[src/rtl/cpu_pkg.sv]
/*
 * cpu package
 * widths, opcodes, ALU operation enum and the pipeline stage-register
 * structs shared by the five-stage RV32I subset core
 */
package cpu_pkg;

  typedef logic [31:0] word_t;      // data or instruction word
  typedef logic [4:0]  reg_addr_t;  // register index
  typedef logic [5:0]  imem_addr_t; // word index into instruction memory

  localparam int IMEM_DEPTH = 64;
  localparam int DMEM_DEPTH = 64;

  // major opcodes, instr[6:0]
  localparam logic [6:0] OP_REG    = 7'b0110011;
  localparam logic [6:0] OP_IMM    = 7'b0010011;
  localparam logic [6:0] OP_LOAD   = 7'b0000011;
  localparam logic [6:0] OP_STORE  = 7'b0100011;
  localparam logic [6:0] OP_SYSTEM = 7'b1110011;

  typedef enum logic [2:0] {
    ALU_ADD,
    ALU_SUB,
    ALU_AND,
    ALU_OR,
    ALU_XOR,
    ALU_SLT,
    ALU_SLL,
    ALU_SRL
  } alu_op_e;

  typedef struct packed {
    logic  valid;
    word_t pc;
    word_t instr;
  } if_id_t;

  typedef struct packed {
    logic      reg_write;
    logic      mem_read;
    logic      mem_write;
    logic      alu_src;   // second operand is the immediate
    logic      is_halt;
    alu_op_e   alu_op;
    reg_addr_t rs1;
    reg_addr_t rs2;
    reg_addr_t rd;
    word_t     rs1_val;
    word_t     rs2_val;
    word_t     imm;
  } id_ex_t;

  typedef struct packed {
    logic      reg_write;
    logic      mem_read;
    logic      mem_write;
    logic      is_halt;
    reg_addr_t rd;
    word_t     alu_result;
    word_t     store_data;
  } ex_mem_t;

  typedef struct packed {
    logic      reg_write;
    logic      is_halt;
    reg_addr_t rd;
    word_t     wb_data;
  } mem_wb_t;

endpackage

[src/rtl/fetch_stage.sv]
/*
 * fetch stage
 * instruction memory loaded during reset, the PC and the IF/ID register
 */
module fetch_stage (
  input  logic                clk,
  input  logic                reset,
  input  logic                prog_we,
  input  cpu_pkg::imem_addr_t prog_addr,
  input  cpu_pkg::word_t      prog_data,
  input  logic                stall,
  input  logic                halt_seen,
  output cpu_pkg::if_id_t     if_id
);

  cpu_pkg::word_t imem [cpu_pkg::IMEM_DEPTH];
  cpu_pkg::word_t pc;
  cpu_pkg::imem_addr_t pc_idx;

  assign pc_idx = pc[7:2]; // byte PC to word index

  // program load only while the core is held in reset
  always_ff @(posedge clk) begin
    if (reset && prog_we) imem[prog_addr] <= prog_data;
  end

  always_ff @(posedge clk) begin
    if (reset) begin
      pc <= '0;
    end else if (!stall && !halt_seen) begin
      pc <= pc + 32'd4;
    end
  end

  always_ff @(posedge clk) begin
    if (reset) begin
      if_id.valid <= 1'b0;
    end else if (halt_seen) begin
      if_id.valid <= 1'b0;  // nothing past the ecall
      if_id.instr <= '0;
    end else if (!stall) begin
      if_id.valid <= 1'b1;
      if_id.pc    <= pc;
      if_id.instr <= imem[pc_idx];
    end
  end

endmodule

[config.mk]
export PLATFORM = sky130hd
export DESIGN_NAME = fetch_stage
export DESIGN_NICKNAME = d
export VERILOG_FILES = /design/src/rtl/cpu_pkg.sv /design/src/rtl/fetch_stage.sv
export SDC_FILE = /design/constraint.sdc
export NUM_CORES = 2
export LEC_CHECK = 0
export BUFFER_PORTS_ARGS = -buffer_cell sky130_fd_sc_hd__clkbuf_2
export CORE_MARGIN = 2
export CORE_UTILIZATION = 40
export CTS_BUF_LIST = sky130_fd_sc_hd__clkbuf_8 sky130_fd_sc_hd__clkbuf_16
export CTS_CLUSTER_SIZE = 16
export DETAILED_ROUTE_END_ITERATION = 12
export HOLD_SLACK_MARGIN = 0.02
export PLACE_DENSITY = 0.65
export SETUP_SLACK_MARGIN = 0.05
export SYNTH_ARGS = -nofsm -noshare
export SYNTH_HDL_FRONTEND = slang
export SYNTH_SLANG_ARGS = --single-unit
export TNS_END_PERCENT = 100
[constraint.sdc]
create_clock -name clk -period 8.9 [get_ports clk]
set_input_delay 0.89 -clock clk [delete_from_list [all_inputs] [get_ports clk]]
set_output_delay 0.89 -clock clk [all_outputs]
set_load 0.02 [all_outputs]
==> key figures <==
Timing
  – RSZ-0062 raised after global routing: false
  – Fin. max-slew vios: 0
  – Slew HR: 0.1436
  – Skew final: 44.91 ps
  – Final setup vio count: 0
  – Max Freq: 0.2360 GHz
  – Worst slew pin tran: 1252 ps
  – Setup TNS: 0 ps
  – Hold Vio Cnt, Final: 0
  – Final hold slack: 449.7 ps
  – Fin crit share: 0.4762
  – Final min period: 4238 ps

Detailed routing
  – DR pass1 iterations: 6
  – Post-DR wirelength/cell: 31.04 µm
  – Via-per-instance ratio: 5.816
  – Starting DRT DRC Count: 5327
  – ANT nets after route: 0
  – DRT Wirelength: 208200 µm
  – DRC viols: 0
  – Total number of vias: 39001

Power and ir drop
  – Static leakage: 27.98 nW
  – Switching share of total power: 0.2096
  – Clock share of power: 0.413
  – Combinational Power Share: 0.041
  – Psw: 4.283 mW
  – Sequential power share: 0.546
  – Pwr dens: 220.4 nW/µm²
  – P_int: 16.15 mW
  – Worst vdd ir: 0.2008 mV

Clock network
  – Hold_buf cts: 0
  – Skew-Pair Late Insertion Delay: 860 ps
  – Clock Tree Buf Depth: 3
  – CTS resizes: 0
  – Reg clk slew, reported paths: 60 ps
  – Clock sink count: 2141
  – Htree depth: 4
  – CTS Buf Count: 207
  – Post-CTS Setup Bufs: 0
  – CTS root buf: clkbuf_16
  – CTS tree: built

Layout
  – Fill cell count: 16631
  – Area Growth Syn to Fin: 13.34%
  – Share of layout cells above drive strength 1: 0.2830
  – Fin cells: 6706
  – Nets: 3910
  – Post-route cell area: 92710 µm²
  – Core Util, Final: 0.4573

Die
  – Die Area: 208100 µm²
  – Starting Density: 0.4035
  – Die Y: 456.2 µm
  – Placement row count: 165
  – Die span in x: 456.2 µm
  – I/O pin count: 108
  – Core region area: 202700 µm²

Logic synthesis
  – Largest cells by area after synthesis: edfxtp_1, mux4_2, mux2i_1
  – EDFF count, synth: 2110
  – Cells after Synth: 3614
  – Post-Syn Area per Cell: 22.63 µm²
  – Synth top area share: 0.7746
  – Flops & latches, synth: 2141
  – Top post-synthesis cells by count: edfxtp_1, mux4_2, mux2i_1
  – Sequential area share after synthesis: 0.7822
  – YS warnings: 0
  – Async SR Flop Fraction: 0
  – Top_reg_cell synth: edfxtp_1
  – Cell taking the most area after synthesis: edfxtp_1
  – Synthesized cell area: 81800 µm²
  – Yosys cell types: 57
  – Top-count cell post-synth: edfxtp_1

Critical path
  – Startpoint Class: flip-flop
  – Kind of critical path: flip-flop to flip-flop
  – CP Max Fanout: 49
  – Worst setup EP type: flip-flop
  – WP data required: 9460 ps
  – Worst Path Arrival: 4790 ps

Global routing
  – Global Route Usage Sum: 0.1977
  – Congestion Overflow GR: 0
  – First-pass GRT wire length: 293200 µm
  – Vias in the first global route: 38430
  – Largest net degree at the start of global routing: 105
  – Antenna violations before repair: 20

Run status
  – Status: finished clean

Place
  – Placed inst area: 86160 µm²
  – DP Cell Count: 6329
  – HPWL Detailed: 117300 µm
  – RePlAce Congestion: 0.8256
  – IO Port Bufs: 105

Worst hold path
  – Worst min-delay path category: flip-flop to flip-flop

Flow run
  – Max cap viols: 0
-- flip-flops by register name, summed over array words and instances (netlist names) --
| signal | flops |
|---|---|
| imem | 2048 |
| if_id | 63 |
| pc | 30 |
-- metal layers --
layer | vias up | GRT usage | wire length, µm
met4 | 8 | 0.07248 | 7605
li1 | 15826 | - | -
met2 | 1865 | 0.3079 | 97800
met5 | - | 0 | 46
met3 | 317 | 0.03962 | 18780
met1 | 20985 | 0.2769 | 83940
-- final cells by class --
cell class / count / area, µm² / area share
diodes: 2 / 5.005 / 0.00005398
clock buffers: 214 / 5310 / 0.05728
clock inverters: 161 / 1234 / 0.01331
inverters: 5 / 20.02 / 0.0002159
multi-input cells: 1271 / 17160 / 0.1851
flip-flops and latches: 2141 / 64000 / 0.6903
well taps: 2672 / 3343 / 0.03606
repair buffers: 240 / 1639 / 0.01768
-- logic make-up (layout without fill, tap and decap cells) --
kind of cell,Yosys count,after routing,share of synthesized area
muxes,700,700,0.1629
other,1,4,0.00004585
xor gates and xnor gates,20,20,0.002142
DFF,2141,2141,0.7822
and+or+nand+nor,295,295,0.01661
buffers and inverters,203,620,0.01452
adders and majority gates,1,1,0.0001529
AOI/OAI and AO/OA,253,253,0.02143
-- final timing paths --
| check | to | cells after the start | start | slack, ps |
|---|---|---|---|---|
| min | if_id[63] | 0 | pc[31] | 450 |
| min reg2reg | if_id[63] | 0 | pc[31] | 450 |
| max reg2reg | if_id[16] | 6 | pc[4] | 4660 |
| max | if_id[16] | 6 | pc[4] | 4660 |
-- critical path, cell delays in order, from the launching register on --
cell and delay (ps):
dfxtp_4 660, buf_4 720, buf_4 770, nor2b_2 100, buf_4 270, a2111oi_0 1080, o22ai_1 230
-- placed cells by master (no fill, tap or decap), types with 12 or more instances in the layout --
cell       netlist  final
a211oi_1        15     12
a21oi_1         29     28
a221oi_1        18     18
a22oi_1         17     17
a31oi_1         12     12
buf_4           43    127
bufinv_16        0     14
clkbuf_16        0    210
clkbuf_2         0    105
clkinv_1         0     60
clkinv_2         0     26
dfxtp_1         31     26
edfxtp_1      2110   2110
inv_1            5     49
mux2_2          36     36
mux2i_1        163    163
mux4_2         500    500
nand2_1         76     76
nand3_1         17     17
nor2_1         121     56
nor2_4           0     64
nor3_1          16     15
o21ai_0         52     52
o221ai_1        30     30
o22ai_1         37     37
xor2_1          17     17
-- through the flow --
stage	total power, mW	setup WS [ps]
global placement	12.21	4790
floorplan	11.85	5093
CTS	20.56	4735
detailed placement	12.22	4732
finish	20.43	4662
global route	20.98	4561
-- power by group through the flow --
stage / logic (mW) / registers, mW / clock network [mW]
2_1_floorplan: 0.485 / 11.4 / 0
3_3_place_gp: 0.836 / 11.4 / 0
3_5_place_dp: 0.848 / 11.4 / 0
4_1_cts: 0.849 / 11.2 / 8.55
5_1_grt: 0.889 / 11.2 / 8.93
6_report: 0.838 / 11.2 / 8.44
No activity file was read; power rests on OpenSTA's default activity.
