## config.mk

```make
export PLATFORM = sky130hd
export DESIGN_NAME = memory_stage
export DESIGN_NICKNAME = d
export VERILOG_FILES = /design/src/rtl/cpu_pkg.sv /design/src/rtl/memory_stage.sv
export SDC_FILE = /design/constraint.sdc
export NUM_CORES = 2
export LEC_CHECK = 0
export ABC_AREA = 1
export BUFFER_PORTS_ARGS = -buffer_cell sky130_fd_sc_hd__buf_2
export CAP_MARGIN = 20
export CORE_MARGIN = 2
export CORE_UTILIZATION = 32
export CTS_CLUSTER_SIZE = 14
export DETAILED_ROUTE_END_ITERATION = 10
export HOLD_SLACK_MARGIN = 0.05
export SLEW_MARGIN = 5
export SYNTH_ARGS = -nofsm -noshare
export SYNTH_HDL_FRONTEND = slang
export SYNTH_SLANG_ARGS = --single-unit
```

## constraint.sdc

```tcl
create_clock -name clk -period 4.6 [get_ports clk]
set_clock_uncertainty 0.2 [all_clocks]
set_input_delay 0.23 -clock clk [delete_from_list [all_inputs] [get_ports clk]]
set_output_delay 0.23 -clock clk [all_outputs]
set_load 0.01 [all_outputs]
```

## src/rtl/cpu_pkg.sv

```systemverilog
/*
 * cpu package
 * widths, opcodes, ALU operation enum and the pipeline stage-register
 * structs shared by the five-stage RV32I subset core
 */
package cpu_pkg;

  typedef logic [31:0] word_t;      // data or instruction word
  typedef logic [4:0]  reg_addr_t;  // register index
  typedef logic [5:0]  imem_addr_t; // word index into instruction memory

  localparam int IMEM_DEPTH = 64;
  localparam int DMEM_DEPTH = 64;

  // major opcodes, instr[6:0]
  localparam logic [6:0] OP_REG    = 7'b0110011;
  localparam logic [6:0] OP_IMM    = 7'b0010011;
  localparam logic [6:0] OP_LOAD   = 7'b0000011;
  localparam logic [6:0] OP_STORE  = 7'b0100011;
  localparam logic [6:0] OP_SYSTEM = 7'b1110011;

  typedef enum logic [2:0] {
    ALU_ADD,
    ALU_SUB,
    ALU_AND,
    ALU_OR,
    ALU_XOR,
    ALU_SLT,
    ALU_SLL,
    ALU_SRL
  } alu_op_e;

  typedef struct packed {
    logic  valid;
    word_t pc;
    word_t instr;
  } if_id_t;

  typedef struct packed {
    logic      reg_write;
    logic      mem_read;
    logic      mem_write;
    logic      alu_src;   // second operand is the immediate
    logic      is_halt;
    alu_op_e   alu_op;
    reg_addr_t rs1;
    reg_addr_t rs2;
    reg_addr_t rd;
    word_t     rs1_val;
    word_t     rs2_val;
    word_t     imm;
  } id_ex_t;

  typedef struct packed {
    logic      reg_write;
    logic      mem_read;
    logic      mem_write;
    logic      is_halt;
    reg_addr_t rd;
    word_t     alu_result;
    word_t     store_data;
  } ex_mem_t;

  typedef struct packed {
    logic      reg_write;
    logic      is_halt;
    reg_addr_t rd;
    word_t     wb_data;
  } mem_wb_t;

endpackage

```

## src/rtl/memory_stage.sv

```systemverilog
/*
 * memory stage
 * word data memory, load/ALU result select and the MEM/WB register
 */
module memory_stage (
  input  logic             clk,
  input  logic             reset,
  input  cpu_pkg::ex_mem_t ex_mem,
  output cpu_pkg::mem_wb_t mem_wb
);

  cpu_pkg::word_t dmem [cpu_pkg::DMEM_DEPTH];
  cpu_pkg::word_t load_data, wb_data;
  logic [$clog2(cpu_pkg::DMEM_DEPTH)-1:0] dmem_idx;

  assign dmem_idx  = ex_mem.alu_result[7:2];
  assign load_data = dmem[dmem_idx];  // combinational read
  assign wb_data   = ex_mem.mem_read ? load_data : ex_mem.alu_result;

  always_ff @(posedge clk) begin
    if (reset) begin
      for (int i = 0; i < cpu_pkg::DMEM_DEPTH; i++) dmem[i] <= '0;
    end else if (ex_mem.mem_write) begin
      dmem[dmem_idx] <= ex_mem.store_data;
    end
  end

  always_ff @(posedge clk) begin
    if (reset) begin
      mem_wb.reg_write <= 1'b0;
      mem_wb.is_halt   <= 1'b0;
    end else begin
      mem_wb.reg_write <= ex_mem.reg_write;
      mem_wb.is_halt   <= ex_mem.is_halt;
      mem_wb.rd        <= ex_mem.rd;
      mem_wb.wb_data   <= wb_data;
    end
  end

endmodule

```

==> impl_metrics.json <==
{
  "synth_enable_flop_cells": 2085,
  "cts-root-buf": "clkbuf_16",
  "dpl-instance-area_um2": 101900,
  "syn_inst": 11105,
  "grt_first_pass_wirelength_mm": 469.6,
  "status": "completed",
  "drc": 0,
  "boundaryPins": 114,
  "crit_path_end_kind": "register",
  "hold_violations": 0,
  "fmax_ghz": 0.2518,
  "p_per_area_nw_per_um2": 391.4,
  "ys.flop_type": "edfxtp_1",
  "synth_async_sr_flop_share_pct": 0,
  "dp_hpwl_mm": 187.5,
  "routed_via_density": 4.913,
  "crit_end": "dmem[47][7]",
  "drv_cap": 0,
  "internal-power_w": 0.03201,
  "yosys.area.top_type": "edfxtp_1",
  "dieArea_um2": 307700,
  "grt_usage_pct": 20.34,
  "num_rows": 202,
  "hold_path.class": "input port to register",
  "crit_fanout": 33,
  "synth_common_cells": "nand2_1, nor2_1, edfxtp_1",
  "cts_buffers": 220,
  "synth_cell_types": 26,
  "tightest_slew_ns": 1.325,
  "dp_slack_ns": 0.8374,
  "core_area_um2": 302300,
  "power.share.switching_pct": 25.28,
  "port-buffer-count": 113,
  "synth.most_common_cell": "nand2_1",
  "stdcell_count": 15147,
  "r2r_end": "mem_wb[7]",
  "synthesis.area_um2": 97040,
  "required_ns": 4.97,
  "antenna_found_initial": 7,
  "leakagePower_nw": 47.67,
  "h-tree-depth": 4,
  "drt_iter0_drc": 8875,
  "period_needed_ns": 3.971,
  "avgSynthCellArea_um2": 8.738,
  "post-place-cells": 14652,
  "clk_pin_slew_ns": 0.06,
  "yosys_warnings": 0,
  "synth_top_area_share_pct": 64.52,
  "clk_path_buf_depth": 4,
  "vias": 74417,
  "rsz0062_at_grt": "no",
  "cts_resized": 0,
  "grt_pass1_vias": 69526,
  "clkSinkCount": 2087,
  "die_w_um": 554.7,
  "grt_overflow": 0,
  "wire_per_inst_um": 21.11,
  "path_class": "input port to register",
  "start_util_pct": 32.10,
  "post-route-period-util_pct": 86.33,
  "wl_mm": 319.8,
  "seq_area_frac_synth_pct": 64.56,
  "synthTopCellsByArea": "edfxtp_1, nand2_1, nor2_1",
  "rr_startpoint": "dmem[46][7]",
  "seq_power_share_pct": 51.7,
  "die_y_um": 554.7,
  "finalSetupViolations": 0,
  "critPathArrivalTime_ns": 4.34,
  "place_congestion": 0.9264,
  "fin_tns_setup_ns": 0,
  "layout.nets": 11076,
  "drv_slew": 0,
  "worst_slack_ns": 0.6288,
  "holdWs_ns": 0.07124,
  "first_pass_iters": 6,
  "post-route-cell-area_um2": 109400,
  "drive_gt1_share_pct": 6.646,
  "syn-num-nets": 11180,
  "grt_max_degree": 157,
  "power_frac_comb_pct": 9.5,
  "r2r_cells": 13,
  "relSlewSlack_pct": 11.70,
  "crit_path_start_kind": "input port",
  "ant_nets": 0,
  "clock_latency_ns": 0.94,
  "cts_tree": "done",
  "clock_power_share_pct": 38.8,
  "regToRegSetupSlack_ns": 1.53,
  "switching_power_w": 0.01083,
  "ys_seq_elements": 2087,
  "post_cts_buffers": 0,
  "critPathLaunch": "reset",
  "ir_worst_vdd_uv": 304.3,
  "area_growth_pct": 12.78
}
## registers in the layout, indices dropped and copies added (netlist names)
register  count
dmem       2048
mem_wb       39
## worst max-delay path, stage by stage
cell	delay, ns
dlygate4sd3_1	0.56
buf_2	0.14
dlygate4sd3_1	0.61
inv_6	0.15
nand2_1	0.44
nor4_1	1.00
nand2_1	0.12
buf_4	0.32
nand2_1	0.26
buf_4	0.45
## per-layer routing
layer | routed length, um | part of all wire (%) | vias to the layer above | global-route usage (%)
met5 | 34 | 0.011 | - | 0
met2 | 142300 | 45 | 3591 | 31.10
met3 | 29740 | 9.3 | 544 | 3.202
li1 | - | - | 34651 | -
met1 | 133100 | 42 | 35627 | 28.44
met4 | 14590 | 4.6 | 4 | 8.937
## kinds of logic (layout without fill, tap and decap cells)
family | after synthesis | count (layout) | synth area share (%)
flip-flops | 2087 | 2087 | 64.56
AO/OA/AOI/OAI | 29 | 29 | 0.1599
AND/OR/NAND/NOR | 8038 | 8038 | 31.30
buffers and inverters | 951 | 1010 | 3.971
other | 0 | 5 | 0
## layout by cell type, fill, tap and decap left out, drive strengths merged
master	instances
a22oi	2
inv	101
dlygate4sd3	105
nor4	2
nand3b	1
nand2	5808
o211ai	2
dfxtp	2
nand4	1
clkbuf	271
clkinvlp	3
bufinv	7
clkinv	131
edfxtp	2085
buf	392
nor2	2144
diode	5
a21oi	17
nand3	46
or2	29
o21ai	8
nor3	7
## repair_timing
item / 4_1_cts / 5_1_grt
endpoints found under the hold margin: 486 / 0
hold buffers: 105 / 0
setup endpoints to repair: 0 / 0
## layout make-up
class	count	area [um^2]
Fill cell	30339	192800
Sequential cell	2087	62650
Multi-Input combinational cell	8067	30570
Clock buffer	271	5739
Tap cell	3978	4977
Timing Repair Buffer	497	4217
Clock inverter	114	719.4
Inverter	128	548.0
Antenna cell	5	12.51
## worst min path at each step
stage | depth (start not counted) | slack, ns | to | start
2_1_floorplan | 1 | 0.10 | mem_wb[37] | reset
3_3_place_gp | 1 | 0.21 | mem_wb[35] | ex_mem[67]
3_5_place_dp | 1 | 0.21 | mem_wb[34] | ex_mem[66]
4_1_cts | 5 | 0.06 | mem_wb[30] | ex_mem[62]
5_1_grt | 3 | 0.07 | dmem[44][2] | ex_mem[2]
6_report | 3 | 0.07 | dmem[44][2] | ex_mem[2]
## per-stage QoR
| stage | power, W | util, % |
|---|---|---|
| floorplan | 0.02481 | - |
| global placement | 0.02646 | 33.72 |
| detailed placement | 0.02649 | 33.72 |
| CTS | 0.04294 | 36.20 |
| global route | 0.04412 | 36.20 |
| finish | 0.04284 | 36.20 |
## power groups by stage
| stage | combinational, W | sequential [W] | clock (W) |
|---|---|---|---|
| 4_1_cts | 0.00402 | 0.0222 | 0.0168 |
| 2_1_floorplan | 0.00231 | 0.0225 | 0 |
| 6_report | 0.00406 | 0.0222 | 0.0166 |
| 3_3_place_gp | 0.00392 | 0.0225 | 0 |
| 5_1_grt | 0.00442 | 0.0222 | 0.0175 |
| 3_5_place_dp | 0.00393 | 0.0226 | 0 |
Note: power is estimated with default switching activity, not from simulation.
