`src/rtl/cpu_pkg.sv`:
```
/*
 * cpu package
 * widths, opcodes, ALU operation enum and the pipeline stage-register
 * structs shared by the five-stage RV32I subset core
 */
package cpu_pkg;

  typedef logic [31:0] word_t;      // data or instruction word
  typedef logic [4:0]  reg_addr_t;  // register index
  typedef logic [5:0]  imem_addr_t; // word index into instruction memory

  localparam int IMEM_DEPTH = 64;
  localparam int DMEM_DEPTH = 64;

  // major opcodes, instr[6:0]
  localparam logic [6:0] OP_REG    = 7'b0110011;
  localparam logic [6:0] OP_IMM    = 7'b0010011;
  localparam logic [6:0] OP_LOAD   = 7'b0000011;
  localparam logic [6:0] OP_STORE  = 7'b0100011;
  localparam logic [6:0] OP_SYSTEM = 7'b1110011;

  typedef enum logic [2:0] {
    ALU_ADD,
    ALU_SUB,
    ALU_AND,
    ALU_OR,
    ALU_XOR,
    ALU_SLT,
    ALU_SLL,
    ALU_SRL
  } alu_op_e;

  typedef struct packed {
    logic  valid;
    word_t pc;
    word_t instr;
  } if_id_t;

  typedef struct packed {
    logic      reg_write;
    logic      mem_read;
    logic      mem_write;
    logic      alu_src;   // second operand is the immediate
    logic      is_halt;
    alu_op_e   alu_op;
    reg_addr_t rs1;
    reg_addr_t rs2;
    reg_addr_t rd;
    word_t     rs1_val;
    word_t     rs2_val;
    word_t     imm;
  } id_ex_t;

  typedef struct packed {
    logic      reg_write;
    logic      mem_read;
    logic      mem_write;
    logic      is_halt;
    reg_addr_t rd;
    word_t     alu_result;
    word_t     store_data;
  } ex_mem_t;

  typedef struct packed {
    logic      reg_write;
    logic      is_halt;
    reg_addr_t rd;
    word_t     wb_data;
  } mem_wb_t;

endpackage

```
`src/rtl/execute_stage.sv`:
```
/*
 * execute stage
 * operand forwarding from EX/MEM and MEM/WB, the ALU and the EX/MEM register
 */
module execute_stage (
  input  logic             clk,
  input  logic             reset,
  input  cpu_pkg::id_ex_t  id_ex,
  input  cpu_pkg::mem_wb_t mem_wb,
  output cpu_pkg::ex_mem_t ex_mem
);

  cpu_pkg::word_t op_a, op_b, fwd_b, alu_result;

  // newest producer wins, x0 never forwards
  function automatic cpu_pkg::word_t forward(input cpu_pkg::reg_addr_t src,
                                             input cpu_pkg::word_t     reg_val,
                                             input cpu_pkg::ex_mem_t   em,
                                             input cpu_pkg::mem_wb_t   mw);
    cpu_pkg::word_t val;
    val = reg_val;
    if (src != '0) begin
      if (em.reg_write && em.rd == src) val = em.alu_result;
      else if (mw.reg_write && mw.rd == src) val = mw.wb_data;
    end
    return val;
  endfunction

  assign op_a  = forward(id_ex.rs1, id_ex.rs1_val, ex_mem, mem_wb);
  assign fwd_b = forward(id_ex.rs2, id_ex.rs2_val, ex_mem, mem_wb);
  assign op_b  = id_ex.alu_src ? id_ex.imm : fwd_b;

  always_comb begin
    case (id_ex.alu_op)
      cpu_pkg::ALU_SUB: alu_result = op_a - op_b;
      cpu_pkg::ALU_AND: alu_result = op_a & op_b;
      cpu_pkg::ALU_OR:  alu_result = op_a | op_b;
      cpu_pkg::ALU_XOR: alu_result = op_a ^ op_b;
      cpu_pkg::ALU_SLT: alu_result = {31'd0, $signed(op_a) < $signed(op_b)};
      cpu_pkg::ALU_SLL: alu_result = op_a << op_b[4:0];
      cpu_pkg::ALU_SRL: alu_result = op_a >> op_b[4:0];
      default:          alu_result = op_a + op_b;  // add, also load/store address
    endcase
  end

  always_ff @(posedge clk) begin
    if (reset) begin
      ex_mem.reg_write <= 1'b0;
      ex_mem.mem_read  <= 1'b0;
      ex_mem.mem_write <= 1'b0;
      ex_mem.is_halt   <= 1'b0;
    end else begin
      ex_mem.reg_write  <= id_ex.reg_write;
      ex_mem.mem_read   <= id_ex.mem_read;
      ex_mem.mem_write  <= id_ex.mem_write;
      ex_mem.is_halt    <= id_ex.is_halt;
      ex_mem.rd         <= id_ex.rd;
      ex_mem.alu_result <= alu_result;
      ex_mem.store_data <= fwd_b;  // forwarded rs2 for stores
    end
  end

endmodule

```
`config.mk`:
```
export PLATFORM = sky130hd
export DESIGN_NAME = execute_stage
export DESIGN_NICKNAME = d
export VERILOG_FILES = /design/src/rtl/cpu_pkg.sv /design/src/rtl/execute_stage.sv
export SDC_FILE = /design/constraint.sdc
export NUM_CORES = 1
export LEC_CHECK = 0
export BUFFER_PORTS_ARGS = -buffer_cell sky130_fd_sc_hd__buf_2
export CAP_MARGIN = 20
export CORE_ASPECT_RATIO = 2
export CORE_UTILIZATION = 58
export CTS_CLUSTER_SIZE = 16
export DETAILED_ROUTE_END_ITERATION = 10
export PLACE_DENSITY = 0.88
export SLEW_MARGIN = 20
export SYNTH_ARGS = -nofsm -noshare
export SYNTH_HDL_FRONTEND = slang
export SYNTH_SLANG_ARGS = --single-unit
```
`constraint.sdc`:
```
create_clock -name clk -period 7.3 [get_ports clk]
set_clock_uncertainty 0.15 [all_clocks]
set_input_delay 0.73 -clock clk [delete_from_list [all_inputs] [get_ports clk]]
set_output_delay 0.73 -clock clk [all_outputs]
set_load 0.01 [all_outputs]
```
==> insert_results.sql, run 1 <==
INSERT INTO impl_metrics (metric_group, metric, value, unit) VALUES
('outcome', 'run_status', 'finished, final reports clean', ''),
('cts', 'worstSkewPairLatency', '0.35', 'ns'),
('cts', 'cts-hold-fix-buffers', '0', ''),
('setup_path', 'worst-setup-path-type', 'flip-flop to flip-flop', ''),
('grt', 'globalRoute.totalOverflow', '0', ''),
('layout', 'finish.net_count', '2056', ''),
('layout', 'fillerInstances', '1779', ''),
('drt', 'drt_pass1_iterations', '9', ''),
('sta', 'timing.final.crit_period', '6.447', 'ns'),
('sta', 'endpoints_failing_hold', '0', ''),
('grt', 'pin_count_of_the_biggest_net_entering_global_routing', '70', ''),
('synth', 'synth_mux_area_share', '11.49', '%'),
('pwr', 'cellLeakagePower', '6.217', 'nW'),
('synth', 'ys.flop_type', 'edfxtp_1', ''),
('sta', 'setup_total_negative_slack', '0', 'ns'),
('synth', 'synth_fa_ha_area_share', '10.49', '%'),
('drt', 'drt-wirelength-per-cell', '27.21', 'µm'),
('synth', 'netlist_instances', '1609', ''),
('cts', 'cts-htree-levels', '3', ''),
('drt', 'wl_met1', '17630', 'µm'),
('sta', 'grt_setup_unrepaired', 'no', ''),
('cts', 'clock-root-buffer', 'clkbuf_16', ''),
('layout', 'total_area_of_multi_input_combinational_cells', '8960', 'µm²'),
('setup_path', 'worst_path_arrival', '6.34', 'ns'),
('sta', 'worst_slew_margin_rel', '22.60', '%'),
('layout', 'flip_flop_count_of_the_largest_register_after_layout', '73', ''),
('setup_path', 'required', '7.19', 'ns'),
('synth', 'synth_top_family_by_area', 'compound AO/OA/AOI/OAI gates', ''),
('drt', 'routed-wl-met2', '25520', 'µm'),
('synth', 'sequential_area_share_after_synthesis', '17.87', '%'),
('pwr', 'vdd_ir_drop_max', '0.0001394', 'V'),
('setup_path', 'cp_max_fo', '21', ''),
('layout', 'seq_area', '2152', 'µm²'),
('grt', 'grt_pass1_vias', '14074', ''),
('grt', 'antenna_violations_before_repair', '2', ''),
('cts', 'max-clock-path-buffers', '2', ''),
('synth', 'syn-num-nets', '1868', ''),
('synth', 'synth_xor_area_share', '3.564', '%'),
('grt', 'grt_usage', '51.15', '%'),
('cts', 'post_cts_resize_count', '0', ''),
('layout', 'registers.top_by_ff_count', 'ex_mem', ''),
('layout', 'final_util', '67.87', '%'),
('layout', 'layout_commonest_cell', 'buf_2', ''),
('cts', 'cts_setup_buffers', '0', ''),
('placement', 'place.detailed.hpwl', '42960', 'µm'),
('drt', 'detail_route.wirelength', '56300', 'µm'),
('layout', 'commonest_non_fill_non_tap_cells_in_the_layout', 'buf_2, nor2_1, nand2_1', ''),
('floorplan', 'chipWidth', '103.9', 'µm'),
('drt', 'drc', '0', ''),
('sta', 'fmaxAchievable', '155.1', 'MHz'),
('worst_hold_path', 'holdCritPathClass', 'input port to flip-flop', ''),
('placement', 'final_wtd_congestion', '1.115', ''),
('sta', 'max_slew.worst_pin.slew', '1.161', 'ns'),
('sta', 'final-setup-viol-count', '0', ''),
('floorplan', 'die_area', '21380', 'µm²'),
('cts', 'clock_sinks', '73', ''),
('synth', 'synth-seq-cells', '73', ''),
('drt', 'detail_route.iter0.violations', '2049', ''),
('floorplan', 'fp.coreArea', '20370', 'µm²'),
('grt', 'grt_first_pass_wirelength', '81420', 'µm'),
('layout', 'flow.area_growth_from_synthesis', '14.82', '%'),
('sta', 'final_max_slew_violation_count', '0', ''),
('floorplan', 'placementRows', '74', ''),
('synth', 'synthArstFlopShare', '0', '%'),
('synth', 'post_synth_instance_area', '12040', 'µm²'),
('pwr', 'power.density', '163.4', 'nW/µm²'),
('floorplan', 'fp.dieH', '205.8', 'µm'),
('layout', 'reg_top3', 'ex_mem (73)', ''),
('synth', 'synth_enable_flop_cells', '69', ''),
('layout', 'final_layout_size_suffix_gt1_share', '19.31', '%'),
('synth', 'synth-compound-area-share', '30.32', '%');
## worst max-delay path: stages (launching register included)
cell and delay [ns]:
edfxtp_1 0.53, xnor2_1 0.22, nand4_1 0.20, or2_1 0.42, a21oi_2 0.52, buf_4 0.38
o221ai_1 0.29, inv_1 0.17, ha_1 0.32, inv_1 0.17, a21oi_1 0.09, o21bai_1 0.21
nor3_1 0.09, a211oi_1 0.50, o21ai_0 0.30, a31oi_1 0.50, a21oi_1 0.29, o31ai_1 0.61
a22oi_1 0.18
## worst paths after layout
| path | to | cells past startpoint | slack (ns) | startpoint |
|---|---|---|---|---|
| min reg2reg | ex_mem[20]$_DFFE_PN_ | 3 | 0.62 | ex_mem[52]$_DFFE_PN_ |
| min | ex_mem[66]$_DFFE_PN_ | 1 | 0.41 | id_ex[98] |
| max | ex_mem[32]$_DFFE_PN_ | 18 | 0.85 | ex_mem[64]$_DFFE_PN_ |
| max reg2reg | ex_mem[32]$_DFFE_PN_ | 18 | 0.85 | ex_mem[64]$_DFFE_PN_ |
## metal layers
metal | vias up | GRT usage [%]
li1 | 6299 | -
met5 | - | 0
met2 | 1164 | 82.71
met3 | 420 | 14.25
met1 | 6673 | 52.13
met4 | 2 | 51.38
## report_power, final
part           switching [mW]  total [mW]  internal (mW)  leakage (nW)
Clock                   0.191       0.459          0.268         0.148
Combinational           0.816        1.26          0.442          5.35
Sequential             0.0303       0.542          0.511         0.719
## cell usage after synthesis, drive strengths merged (6+ instances only)
cell type,count,share of area [%]
a21o,12,0.75
xor2,13,0.95
nor2b,10,0.52
nand4,6,0.31
nor2,161,5.0
o221ai,35,2.6
mux2,13,1.2
mux2i,121,10
nand3,21,0.87
a211oi,18,1.1
nand2b,45,2.3
or3,37,1.9
o31ai,6,0.37
xnor2,36,2.6
o22a,29,2.1
clkbuf,78,2.4
inv,125,3.9
a22oi,12,0.75
ha,97,10
o221a,7,0.65
o21a,16,1.0
a221oi,10,1.1
nor4,6,0.36
nand2,135,4.2
a21oi,104,4.4
buf,34,1.6
o21bai,15,0.94
a211o,7,0.51
a31oi,16,0.83
o211ai,26,1.6
nor3,36,1.6
a222oi,8,0.67
o311ai,7,0.51
edfxtp,69,17
o21ai,122,5.1
o22ai,50,2.6
## area by class of cell
| type | count | share of cell area, % |
|---|---|---|
| well taps | 266 | 2.407 |
| diodes | 1 | 0.01810 |
| clock buffers | 9 | 1.629 |
| repair buffers | 289 | 11.51 |
| multi-input cells | 1295 | 64.81 |
| flip-flops and latches | 73 | 15.57 |
| inverters | 129 | 3.502 |
| clock inverters | 7 | 0.5611 |
## logic make-up (layout without fill, tap and decap cells)
| group | Yosys count | in the layout |
|---|---|---|
| simple gates | 475 | 475 |
| flops | 73 | 73 |
| other cells | 0 | 1 |
| buf+inv | 241 | 434 |
| fa+ha+maj | 100 | 100 |
| xor+xnor | 49 | 49 |
| mux | 135 | 135 |
| compound gates | 536 | 536 |
## through the flow
stage | area [µm²] | instances | total power, mW | setup slack [ns]
floorplan | 12040 | 1609 | 1.313 | 1.705
global route | 13830 | 2069 | 2.332 | 0.7622
global placement | 13510 | 2052 | 1.721 | 0.9376
detailed placement | 13510 | 2052 | 1.740 | 0.9291
CTS | 13820 | 2068 | 2.194 | 1.259
finish | 13830 | 2069 | 2.259 | 0.8535
(Power assumes the default switching activity.)
==> inputs of run 2 (changes only) <==
--- a/config.mk
+++ b/config.mk
@@ -7,8 +7,10 @@
 export LEC_CHECK = 0
 export BUFFER_PORTS_ARGS = -buffer_cell sky130_fd_sc_hd__buf_2
 export CAP_MARGIN = 20
+export CELL_PAD_IN_SITES_DETAIL_PLACEMENT = 1
+export CELL_PAD_IN_SITES_GLOBAL_PLACEMENT = 2
 export CORE_ASPECT_RATIO = 2
-export CORE_UTILIZATION = 58
+export CORE_UTILIZATION = 33
 export CTS_CLUSTER_SIZE = 16
 export DETAILED_ROUTE_END_ITERATION = 10
 export PLACE_DENSITY = 0.88
==> constraint.sdc (replaced) <==
create_clock -name clk -period 7.3 [get_ports clk]
set_clock_uncertainty 0.15 [all_clocks]
set_input_delay 0.73 -clock clk [delete_from_list [all_inputs] [get_ports clk]]
set_output_delay 0.73 -clock clk [all_outputs]
set_load 0.005 [all_outputs]
==> insert_results.sql, run 2 (synthesized netlist as in run 1, its figures left out) <==
INSERT INTO impl_metrics (metric_group, metric, value, unit) VALUES
('sta', 'endpoints_failing_hold', '0', ''),
('placement', 'final_wtd_congestion', '0.9918', ''),
('floorplan', 'fp.coreArea', '35800', 'µm²'),
('drt', 'detailroute.via_count', '14211', ''),
('sta', 'worst_slew_margin_rel', '22.42', '%'),
('placement', 'place.detailed.hpwl', '52540', 'µm'),
('worst_hold_path', 'holdCritPathClass', 'input port to flip-flop', ''),
('setup_path', 'cp_max_fo', '19', ''),
('cts', 'register_clock_pin_slew_on_the_reported_worst_setup_and_hold_paths', '0.07', 'ns'),
('setup_path', 'r2r-start', 'ex_mem[68]$_DFFE_PN_', ''),
('layout', 'layout_commonest_cell', 'buf_2', ''),
('layout', 'registers.top_by_ff_count', 'ex_mem', ''),
('setup_path', 'worst_path_arrival', '6.66', 'ns'),
('grt', 'antenna_violations_before_repair', '6', ''),
('layout', 'flow.area_growth_from_synthesis', '17.24', '%'),
('outcome', 'run_status', 'finished, final reports clean', ''),
('placement', 'port_buffers', '231', ''),
('sta', 'share_of_the_cycle_needed_by_the_critical_path_after_routing', '91.08', '%'),
('setup_path', 'critical_path.startpoint_type', 'input port', ''),
('cts', 'post_cts_resize_count', '0', ''),
('floorplan', 'chipWidth', '137.1', 'µm'),
('cts', 'numCtsBuffers', '9', ''),
('floorplan', 'initial_utilization', '33.63', '%'),
('sta', 'final_max_slew_violation_count', '0', ''),
('grt', 'pin_count_of_the_biggest_net_entering_global_routing', '70', ''),
('flow_run', 'cap_violations', '0', ''),
('setup_path', 'slowest_stage', 'xnor2_1', ''),
('layout', 'reg_top3', 'ex_mem (73)', ''),
('pwr', 'power.density', '163.5', 'nW/µm²'),
('drt', 'drc', '0', ''),
('sta', 'timing.final.crit_period', '6.649', 'ns'),
('sta', 'final-setup-viol-count', '0', ''),
('layout', 'flip_flop_count_of_the_largest_register_after_layout', '73', ''),
('cts', 'cts-hold-fix-buffers', '0', ''),
('sta', 'max_slew.worst_pin.slew', '1.160', 'ns'),
('floorplan', 'placementRows', '98', ''),
('sta', 'setup_total_negative_slack', '0', 'ns'),
('cts', 'clock_sinks', '73', ''),
('setup_path', 'worst-setup-path-type', 'input port to flip-flop', ''),
('cts', 'cts-htree-levels', '3', ''),
('drt', 'drt_pass1_iterations', '6', ''),
('worst_hold_path', 'hp-start', 'id_ex[97]', ''),
('layout', 'finish.net_count', '2064', ''),
('grt', 'grt_pass1_vias', '14727', ''),
('cts', 'clock-root-buffer', 'clkbuf_16', ''),
('setup_path', 'worstPathCellList', 'buf_2 -> xnor2_1 -> nand2_1 -> or2_1 -> a21oi_2 -> buf_4 -> o221ai_1 -> buf_4 -> inv_1 -> ha_1 -> a21o_1 -> or3_1 -> o211a_1 -> a41oi_1 -> o211ai_1 -> and2_1 -> a221oi_1 -> mux2i_1 -> xor2_1 -> o211ai_1', ''),
('setup_path', 'required', '7.31', 'ns'),
('setup_path', 'cp_slowest_stage_delay', '0.71', 'ns'),
('drt', 'detail_route.wirelength', '65190', 'µm'),
('layout', 'fillerInstances', '4548', ''),
('grt', 'grt_first_pass_wirelength', '94040', 'µm'),
('sta', 'setup_ws', '0.6509', 'ns'),
('sta', 'grt_setup_unrepaired', 'no', ''),
('grt', 'grt_usage', '34.70', '%'),
('cts', 'worstSkewPairLatency', '0.36', 'ns'),
('grt', 'globalRoute.totalOverflow', '0', ''),
('placement', 'place_worst_setup_slack', '0.5838', 'ns'),
('sta', 'fmaxAchievable', '150.4', 'MHz'),
('drt', 'remaining_number_of_nets_flagged_by_the_antenna_check_after_routing', '0', ''),
('setup_path', 'cp-startpoint', 'id_ex[108]', ''),
('pwr', 'cellLeakagePower', '6.252', 'nW'),
('pwr', 'vdd_ir_drop_max', '0.0001475', 'V'),
('drt', 'drt-wirelength-per-cell', '28.78', 'µm'),
('floorplan', 'die_area', '37300', 'µm²'),
('layout', 'commonest_non_fill_non_tap_cells_in_the_layout', 'buf_2, nor2_1, nand2_1', ''),
('drt', 'detail_route.iter0.violations', '895', ''),
('cts', 'tritoncts_clock_tree', 'built', ''),
('floorplan', 'ioPinCount', '233', ''),
('drt', 'post_drt_via_cell_ratio', '6.274', ''),
('setup_path', 'crit_path_end_kind', 'flip-flop', ''),
('cts', 'cts_setup_buffers', '0', ''),
('cts', 'max-clock-path-buffers', '2', ''),
('layout', 'final_layout_size_suffix_gt1_share', '19.67', '%'),
('floorplan', 'fp.dieH', '272.1', 'µm');
==> run 2: metrics by stage <==
stage               power [mW]  hold WS (ns)  std cells  area, µm²  utilization, %
floorplan                1.298        0.5644       1609      12040               -
global placement         1.779        0.5869       2244      13800           38.55
detailed placement       1.796        0.5872       2244      13800           38.55
CTS                      2.275        0.3860       2260      14100           39.39
global route             2.407        0.3895       2265      14120           39.43
finish                   2.308        0.3942       2265      14120           39.43
==> run 2: area by class of cell <==
type	count	area [µm²]	area share [%]
antenna	5	12.51	0.08863
clock buffer	9	225.2	1.595
clock inverter	7	77.57	0.5495
inverter	129	484.2	3.430
multi-input combinational	1295	8951	63.41
sequential	73	2152	15.24
tap	450	563.0	3.988
timing repair buffer	297	1652	11.70
==> run 2: worst paths after layout <==
path | endpoint | slack (ns) | depth (start not counted)
worst max-delay path | ex_mem[61]$_DFFE_PN_ | 0.65 | 20
worst min-delay path | ex_mem[65]$_DFFE_PN_ | 0.39 | 1
worst max register to register | ex_mem[60]$_DFFE_PN_ | 0.67 | 22
worst min register to register | ex_mem[18]$_DFFE_PN_ | 0.62 | 3
==> run 2: layer usage <==
layer | up-vias | part of all wire (%) | GRT usage [%]
met3 | 221 | 5.5 | 5.546
li1 | 6314 | - | -
met4 | 2 | 7.8 | 25.51
met5 | - | 0.017 | 0
met1 | 7060 | 36 | 36.13
met2 | 614 | 51 | 61.48
==> run 2: critical path: cells and delay by family <==
kind,cells,cell delay (ns)
compound gates,8,2.51
buf+inv,4,0.65
fa+ha+maj,1,0.36
mux,1,0.20
xor+xnor,2,0.89
simple gates,4,1.28
==> run 2: where the power goes <==
part | leakage (nW) | total, mW | internal, mW | switching, mW
clock | 0.146 | 0.479 | 0.268 | 0.211
combinational | 5.39 | 1.29 | 0.447 | 0.839
sequential | 0.719 | 0.543 | 0.511 | 0.0317
total | 6.25 | 2.31 | 1.23 | 1.08
